--- config.mk ---
export PLATFORM = sky130hd
export DESIGN_NAME = counting_filter
export DESIGN_NICKNAME = d
export VERILOG_FILES = /design/src/hdl/filter_pkg.sv /design/src/hdl/counting_filter.sv /design/src/hdl/lookup_port.sv /design/src/hdl/remove_queue.sv /design/src/hdl/update_pipeline.sv
export VERILOG_INCLUDE_DIRS = /design/src /design/src/hdl
export SDC_FILE = /design/constraint.sdc
export NUM_CORES = 1
export LEC_CHECK = 0
export ABC_CLOCK_PERIOD_IN_PS = 6100
export BUFFER_PORTS_ARGS = -buffer_cell sky130_fd_sc_hd__buf_2
export CORE_UTILIZATION = 36
export CTS_CLUSTER_SIZE = 16
export DETAILED_ROUTE_END_ITERATION = 16
export HOLD_SLACK_MARGIN = 0.12
export PLACE_DENSITY_LB_ADDON = 0.12
export SLEW_MARGIN = 10
export SYNTH_ARGS = -nofsm -noshare
export SYNTH_HDL_FRONTEND = slang
export SYNTH_SLANG_ARGS = --single-unit
--- constraint.sdc ---
create_clock -name clk -period 6.1 [get_ports clk]
set_input_delay 1.22 -clock clk [delete_from_list [all_inputs] [get_ports clk]]
set_output_delay 1.22 -clock clk [all_outputs]
set_load 0.01 [all_outputs]
--- src/hdl/filter_settings.svh ---
// ====================
// Sizing macros for the counting filter: bucket count, bucket width
// and the depth and threshold of the remove FIFO
// ====================

`ifndef FILTER_SETTINGS_SVH
`define FILTER_SETTINGS_SVH

// Number of buckets in the single bank
`define FILTER_N_BUCKETS 16

// Width of each bucket counter
`define FILTER_BUCKET_BITS 4

// Entries in the remove FIFO
`define FILTER_REMOVE_DEPTH 8

// Free entries at or below which almost_full is raised
`define FILTER_REMOVE_THRESHOLD 2

`endif

--- src/hdl/filter_pkg.sv ---
// ====================
// Shared types of the counting filter: bucket index and value,
// the update request, the write broadcast and the lookup request
// ====================

`include "filter_settings.svh"

package filter_pkg;

    // A bucket number
    typedef logic [$clog2(`FILTER_N_BUCKETS)-1:0] bucket_idx_t;

    // A bucket count, unsigned and wrapping
    typedef logic [`FILTER_BUCKET_BITS-1:0] bucket_value_t;

    // The update entering the execute pipeline
    typedef struct packed {
        logic        en;
        bucket_idx_t idx;
        logic        is_insert;
    } update_req_t;

    // Write broadcast from the execute pipeline to every memory copy
    typedef struct packed {
        logic          en;
        bucket_idx_t   idx;
        bucket_value_t value;
        logic          is_zero;
    } mem_write_t;

    // One read request, also used for insert and remove requests
    typedef struct packed {
        logic        en;
        bucket_idx_t idx;
    } lookup_req_t;

endpackage

--- src/hdl/counting_filter.sv ---
// ====================
// Top of the counting filter: remove queue, update pipeline
// and the value and is-zero lookup ports
// ====================

`timescale 1ns/1ps

module counting_filter
(
    input  logic                      clk,
    input  logic                      reset,

    // Inserts are never stalled
    input  filter_pkg::lookup_req_t    insert_req,

    // Removes are queued, the client watches remove_not_full
    input  filter_pkg::lookup_req_t    remove_req,
    output logic                      remove_not_full,
    output logic                      remove_almost_full,

    // Count of a bucket, two cycles after the request
    input  filter_pkg::lookup_req_t    value_req,
    output filter_pkg::bucket_value_t  value_result,

    // Empty flag of a bucket, two cycles after the request
    input  filter_pkg::lookup_req_t    zero_req,
    output logic                      zero_result
);

    import filter_pkg::*;

    // Update chosen by the decode stage
    update_req_t update_req;

    // Write broadcast from the execute stage
    mem_write_t mem_write;

    // ====================
    // Decode and execute
    // ====================

    remove_queue u_remove_queue (
        .clk                (clk),
        .reset              (reset),
        .insert_req         (insert_req),
        .remove_req         (remove_req),
        .remove_not_full    (remove_not_full),
        .remove_almost_full (remove_almost_full),
        .update_req         (update_req)
    );

    update_pipeline u_update_pipeline (
        .clk        (clk),
        .reset      (reset),
        .update_req (update_req),
        .mem_write  (mem_write)
    );

    // ====================
    // Lookup ports
    // ====================

    // Counts start at zero
    lookup_port #(
        .payload_t   (bucket_value_t),
        .RESET_VALUE ('0)
    ) u_value_port (
        .clk     (clk),
        .reset   (reset),
        .req     (value_req),
        .wr_en   (mem_write.en),
        .wr_idx  (mem_write.idx),
        .wr_data (mem_write.value),
        .result  (value_result)
    );

    // Every bucket starts out empty, so the flag resets to one
    lookup_port #(
        .payload_t   (logic),
        .RESET_VALUE (1'b1)
    ) u_zero_port (
        .clk     (clk),
        .reset   (reset),
        .req     (zero_req),
        .wr_en   (mem_write.en),
        .wr_idx  (mem_write.idx),
        .wr_data (mem_write.is_zero),
        .result  (zero_result)
    );

endmodule

--- src/hdl/lookup_port.sv ---
// ====================
// Result stage: one memory copy of a chosen payload with a
// two-cycle read, bypassed against the write broadcast
// ====================

`timescale 1ns/1ps

`include "filter_settings.svh"

module lookup_port
#(
    parameter type    payload_t   = logic,
    parameter payload_t RESET_VALUE = '0
)
(
    input  logic                   clk,
    input  logic                   reset,
    input  filter_pkg::lookup_req_t req,
    input  logic                   wr_en,
    input  filter_pkg::bucket_idx_t wr_idx,
    input  payload_t               wr_data,
    output payload_t               result
);

    import filter_pkg::*;

    // Local copy of one field of every bucket
    payload_t mem [`FILTER_N_BUCKETS];

    // Registered read and output register
    payload_t rd_1;
    payload_t rd_2;

    // Bypass state, indexed by lookup stage
    logic        byp_en  [1:2];
    payload_t    byp_val [1:2];
    bucket_idx_t byp_idx;

    logic hit_0;
    logic hit_1;

    // ====================
    // Memory copy
    // ====================

    always_ff @(posedge clk)
    begin
        if (reset)
        begin
            for (int b = 0; b < `FILTER_N_BUCKETS; b++)
            begin
                mem[b] <= RESET_VALUE;
            end
        end
        else if (wr_en)
        begin
            mem[wr_idx] <= wr_data;
        end
    end

    // The read port is only enabled for a real request
    always_ff @(posedge clk)
    begin
        if (req.en)
        begin
            rd_1 <= mem[req.idx];
        end
        rd_2 <= rd_1;
    end

    // ====================
    // Bypass
    // ====================

    // The memory read misses the writes in the request cycle and the next
    // one, so each of those two stages checks the broadcast
    assign hit_0 = wr_en && (wr_idx == req.idx);
    assign hit_1 = wr_en && (wr_idx == byp_idx);

    always_ff @(posedge clk)
    begin
        byp_idx    <= req.idx;
        byp_en[1]  <= hit_0;
        byp_val[1] <= wr_data;

        // A newer write to the same bucket replaces the older one
        if (hit_1)
        begin
            byp_en[2]  <= 1'b1;
            byp_val[2] <= wr_data;
        end
        else
        begin
            byp_en[2]  <= byp_en[1];
            byp_val[2] <= byp_val[1];
        end

        if (reset)
        begin
            byp_en[1] <= 1'b0;
            byp_en[2] <= 1'b0;
        end
    end

    // Bypassed data wins over the memory data
    assign result = byp_en[2] ? byp_val[2] : rd_2;

endmodule

--- src/hdl/remove_queue.sv ---
// ====================
// Decode stage with the remove FIFO and the choice of one update per cycle
// ====================

`timescale 1ns/1ps

`include "filter_settings.svh"

module remove_queue
#(
    parameter int DEPTH     = `FILTER_REMOVE_DEPTH,
    parameter int THRESHOLD = `FILTER_REMOVE_THRESHOLD
)
(
    input  logic                   clk,
    input  logic                   reset,
    input  filter_pkg::lookup_req_t insert_req,
    input  filter_pkg::lookup_req_t remove_req,
    output logic                   remove_not_full,
    output logic                   remove_almost_full,
    output filter_pkg::update_req_t update_req
);

    import filter_pkg::*;

    localparam int PTR_W = $clog2(DEPTH);
    localparam int CNT_W = $clog2(DEPTH + 1);

    // Circular buffer of bucket indices waiting to be removed
    bucket_idx_t fifo_mem [DEPTH];
    logic [PTR_W-1:0] wr_ptr;
    logic [PTR_W-1:0] rd_ptr;
    logic [CNT_W-1:0] count;

    logic push;
    logic pop;
    logic not_empty;

    // ====================
    // Flags and update choice
    // ====================

    assign not_empty          = (count != '0);
    assign remove_not_full    = (count != CNT_W'(DEPTH));
    // Raised once the free entries drop to the threshold
    assign remove_almost_full = (count >= CNT_W'(DEPTH - THRESHOLD));

    // The client honors not_full and the guard keeps the FIFO intact
    assign push = remove_req.en && remove_not_full;

    // An insert always owns the update port and a remove takes only idle cycles
    assign pop = !insert_req.en && not_empty;

    always_comb
    begin
        update_req.en        = insert_req.en || not_empty;
        update_req.is_insert = insert_req.en;
        update_req.idx       = insert_req.en ? insert_req.idx : fifo_mem[rd_ptr];
    end

    // ====================
    // FIFO state
    // ====================

    always_ff @(posedge clk)
    begin
        if (reset)
        begin
            wr_ptr <= '0;
            rd_ptr <= '0;
            count  <= '0;
        end
        else
        begin
            if (push)
            begin
                // Pointers wrap at DEPTH so that depths other than powers of two work
                wr_ptr <= (wr_ptr == PTR_W'(DEPTH - 1)) ? '0 : wr_ptr + 1'b1;
            end
            if (pop)
            begin
                rd_ptr <= (rd_ptr == PTR_W'(DEPTH - 1)) ? '0 : rd_ptr + 1'b1;
            end
            // A push and a pop in the same cycle leave the count unchanged
            if (push && !pop)
            begin
                count <= count + 1'b1;
            end
            else if (pop && !push)
            begin
                count <= count - 1'b1;
            end
        end
    end

    // A push writes the bucket index at the tail
    always_ff @(posedge clk)
    begin
        if (push)
        begin
            fifo_mem[wr_ptr] <= remove_req.idx;
        end
    end

endmodule

--- src/hdl/update_pipeline.sv ---
// ====================
// Execute stage with the bypassed read-modify-write pipeline over the
// master bucket memory and its write broadcast to the memory copies
// ====================

`timescale 1ns/1ps

`include "filter_settings.svh"

module update_pipeline
(
    input  logic                   clk,
    input  logic                   reset,
    input  filter_pkg::update_req_t update_req,
    output filter_pkg::mem_write_t  mem_write
);

    import filter_pkg::*;

    // The in-flight delta covers three updates at most and spans -3 to +3
    typedef logic signed [2:0] delta_t;

    localparam int EXT_W = `FILTER_BUCKET_BITS - $bits(delta_t);

    // Master copy of every bucket count
    bucket_value_t mem [`FILTER_N_BUCKETS];

    // Two-stage read of the master memory
    bucket_value_t rd_val_1;
    bucket_value_t rd_val_2;

    // Stage 0 is update_req itself and stages 1 to 3 are registered copies
    // Stage 3 is needed because the delta is built one cycle late
    update_req_t stg [1:3];

    delta_t delta_d;
    delta_t delta_q;
    bucket_value_t wr_value;

    // An insert counts +1 and a remove counts -1
    function automatic delta_t step(input logic is_insert);
        return is_insert ? delta_t'(1) : delta_t'(-1);
    endfunction

    // ====================
    // Pipeline stages
    // ====================

    always_ff @(posedge clk)
    begin
        stg[1] <= update_req;
        stg[2] <= stg[1];
        stg[3] <= stg[2];

        // Reset clears the stage enables
        if (reset)
        begin
            stg[1].en <= 1'b0;
            stg[2].en <= 1'b0;
            stg[3].en <= 1'b0;
        end
    end

    // The read is sampled at the end of the request cycle, so it misses
    // the writes of the two updates ahead of it
    always_ff @(posedge clk)
    begin
        rd_val_1 <= mem[update_req.idx];
        rd_val_2 <= rd_val_1;
        delta_q  <= delta_d;
    end

    // ====================
    // In-flight delta
    // ====================

    always_comb
    begin
        delta_d = '0;

        // The update itself sits in stage 1
        if (stg[1].en)
        begin
            delta_d = delta_d + step(stg[1].is_insert);
        end

        // Older same-bucket updates whose writes the read did not see
        if (stg[2].en && (stg[2].idx == stg[1].idx))
        begin
            delta_d = delta_d + step(stg[2].is_insert);
        end
        if (stg[3].en && (stg[3].idx == stg[1].idx))
        begin
            delta_d = delta_d + step(stg[3].is_insert);
        end
    end

    // Sign-extend the delta and add it to the stale count
    assign wr_value = rd_val_2 + {{EXT_W{delta_q[2]}}, delta_q};

    // ====================
    // Write broadcast
    // ====================

    always_comb
    begin
        mem_write.en      = stg[2].en;
        mem_write.idx     = stg[2].idx;
        mem_write.value   = wr_value;
        mem_write.is_zero = (wr_value == '0);
    end

    // Reset clears the master memory to all-zero counts
    always_ff @(posedge clk)
    begin
        if (reset)
        begin
            for (int b = 0; b < `FILTER_N_BUCKETS; b++)
            begin
                mem[b] <= '0;
            end
        end
        else if (mem_write.en)
        begin
            mem[mem_write.idx] <= wr_value;
        end
    end

endmodule

==> results.cfg <==
[clocking]
cts_post_setup_buffers_inserted = 0
cts-resized-gates = 0
cts_made_buffers = 17
clockBufferDepth = 2
clkTransAtPathRegs_ns = 0.08
ctsHoldBuffers = 0
cts_tree = done
clk_latency_ns = 0.44
htree_levels = 4
cts_sinks = 186
clockRootBuffer = clkbuf_16

[routing]
wirelength_microns = 22500
dr.pass1.iters = 5
drtAntennaViolNets = 0
viasPerCell = 5.37
dr_total_vias = 5921
wl_per_cell_microns = 20.4
drc_errors = 0
drt_iter0_markers = 406

[place]
place_inst = 1070
io_buffers = 28
dp_slack_ns = 2.69
hpwlAfterDp_microns = 15200
place.gp.congestion = 0.785

[grt]
grt_pass1_vias = 5838
grt_pass1_wl_microns = 35100
overflow = 0
antenna_found_initial = 3
grt_max_degree = 66
track_usage = 0.194

[floorplan]
start_util = 0.369
rows = 56
die-area_sq_um = 24800
fp.coreArea_sq_um = 23500
die_h_microns = 157
die_w_microns = 157
ios = 29

[logic_synthesis]
synth-xor-area-share = 0.0343
synth-edff-count = 101
synthSimpleGateAreaFrac = 0.159
synth_flop_cell = edfxtp_1
synthMuxAreaShare = 0.105
synth_compound_area_frac = 0.0939
synth_top_cell_area_share = 0.349
synth_seq_cells = 186
synthDistinctLibCells = 40
async_reset_ff_frac = 0
postSynthCellCount = 767
ys_top_cells_by_area = edfxtp_1 (35%), dfxtp_1 (20%), mux4_2 (7.5%)
syn_avg_cell_area_sq_um = 11.3
yosys.area.top_type = edfxtp_1
yosys_warnings = 0
synth_top_family_by_area = simple AND/OR/NAND/NOR gates
syn-cell-area_sq_um = 8690
synthAdderAreaFrac = 0.0259
seq_area_frac_synth = 0.545
synth_nets = 804
synth_commonest_cells = edfxtp_1 (101), dfxtp_1 (85), nor2_1 (85), nand2_1 (67), nand3_1 (54)
synth.most_common_cell = edfxtp_1

[critical_path]
reg2reg_to = u_update_pipeline.delta_q[2]$_DFF_P_
crit_start = u_update_pipeline.stg[0][13]$_DFF_P_
crit_type = register to register
cp.arrival_ns = 3.39
reg2reg_from = u_update_pipeline.stg[0][13]$_DFF_P_
rrSetupSlack_ns = 3.02
reg2reg_depth = 7
path_cells = xor2_1 -> nor4_1 -> xnor2_1 -> fa_1 -> xnor2_1 -> nand2_1 -> xor2_1
cp_slowest_cell = dfxtp_1
start_kind = register
worstPathRequired_ns = 6.41
endpoint_kind = register
crit_path_max_fanout = 13
max_stage_delay_ns = 0.86

[worst_hold_path]
hp-class = register to register
worstHoldStart = u_update_pipeline.rd_val_1[1]$_DFF_P_
hold_depth = 0
holdPathEnd = u_update_pipeline.rd_val_2[1]$_DFF_P_

[final_layout]
syn2layout_area_growth_pct = 11.2
final_nets = 807
utilization = 0.410
drive_above_1_share = 0.139
stdcell_count = 1103

[sta]
rsz0062_at_grt = false
fin_skew_ns = 0.0129
worstMarginPinSlew_ns = 1.17
timing.hold.ws_ns = 0.333
max_slew_margin = 0.223
fmax_ghz = 0.325
report.final.slew_viol_count = 0
setup_viol = 0
period_minus_slack_ns = 3.08
worst_slack_ns = 3.02
finalCritPeriodShare = 0.504
finalHoldViolations = 0
finalSetupTns_ns = 0

[run]
cap_violations = 0

[power]
vdd_drop_max_mv = 0.219
p_per_area_nw_per_um2 = 384
leakage_nw = 3.40

[outcome]
status = complete, no violations
how the worst max path moves through the flow:
stage | slack, ns | endpoint
2_1_floorplan | 3.01 | u_remove_queue.count[3]$_SDFFE_PP0P_
3_3_place_gp | 2.79 | u_update_pipeline.mem[7][0]$_SDFFCE_PN0P_
3_5_place_dp | 2.69 | u_update_pipeline.mem[7][2]$_SDFFCE_PN0P_
4_1_cts | 3.02 | u_update_pipeline.delta_q[2]$_DFF_P_
5_1_grt | 2.79 | u_update_pipeline.delta_q[2]$_DFF_P_
6_report | 3.02 | u_update_pipeline.delta_q[2]$_DFF_P_
logic make-up (layout without fill, tap and decap cells):
| family | count (synthesis) | in the layout |
|---|---|---|
| AND/OR/NAND/NOR | 292 | 292 |
| flip-flops | 186 | 186 |
| AO/OA/AOI/OAI | 119 | 119 |
| buffers and inverters | 69 | 85 |
| multiplexers | 52 | 52 |
| XOR/XNOR | 34 | 34 |
| adder cells (fa/ha/maj) | 15 | 15 |
| other | 0 | 1 |
critical path: cells and delay by family, from the launching register on:
family        cells  cell delay [ns]
fa+ha+maj         1             0.46
xor+xnor          4             0.77
flops             1             0.86
simple gates      2             0.86
sequential cells by signal, summed over array words and instances (netlist names), 3 cells and up, named ones only:
register and cells:
u_update_pipeline.mem 56, u_remove_queue.fifo_mem 32, u_update_pipeline.stg 18, u_zero_port.mem 16, u_value_port.byp_val 8, u_value_port.mem 8, u_remove_queue.count 4, u_update_pipeline.rd_val_1 4
u_update_pipeline.rd_val_2 4, u_value_port.byp_idx 4, u_value_port.rd_1 4, u_value_port.rd_2 4, u_zero_port.byp_idx 4, u_remove_queue.rd_ptr 3, u_remove_queue.wr_ptr 3, u_update_pipeline.delta_q 3
placed cells by master (no fill, tap or decap), types with 3 or more instances in the layout:
cell type  instances
a211oi_1          32
a21o_1             4
a21oi_1           13
buf_2             28
buf_4              8
clkbuf_16         17
clkinv_8           6
dfxtp_1           85
edfxtp_1         101
fa_1               5
ha_1              10
inv_1             16
inv_6              3
inv_8              4
mux2_2            10
mux2i_1           12
mux4_2            29
nand2_1           67
nand2b_1          21
nand3_1           54
nand4_1            5
nor2_1            85
nor2b_1           35
nor3_1             9
nor4_1             6
o21ai_0           36
o221ai_1          31
xnor2_1           16
xor2_1            18
routing by layer:
metal / track usage / vias up / wire length, microns
li1: - / 2804 / -
met1: 0.262 / 2905 / 10600
met2: 0.299 / 175 / 10300
met3: 0.0476 / 33 / 1100
met4: 0.0726 / 4 / 445
met5: 0 / - / 25
report_power, final:
part / switching [W] / internal [W]
registers: 0.000136 / 0.00147
logic: 0.000638 / 0.000321
clock network: 0.000573 / 0.000568
total: 0.00135 / 0.00236
area by class of cell:
class                   count  area [sq um]
clock inverters            15           201
repair buffers             36           200
clock buffers              17           425
diodes                      1          2.50
fillers                  2210         13900
well taps                 319           399
flip-flops and latches    186          4730
inverters                  17          63.8
multi-input cells         512          3630
metrics by stage:
stage / total power [W] / instance area, sq um
floorplan: 0.00225 / 8690
global placement: 0.00258 / 9030
detailed placement: 0.00260 / 9030
CTS: 0.00373 / 9650
global route: 0.00389 / 9650
finish: 0.00371 / 9660
No activity file was read; power rests on OpenSTA's default activity.
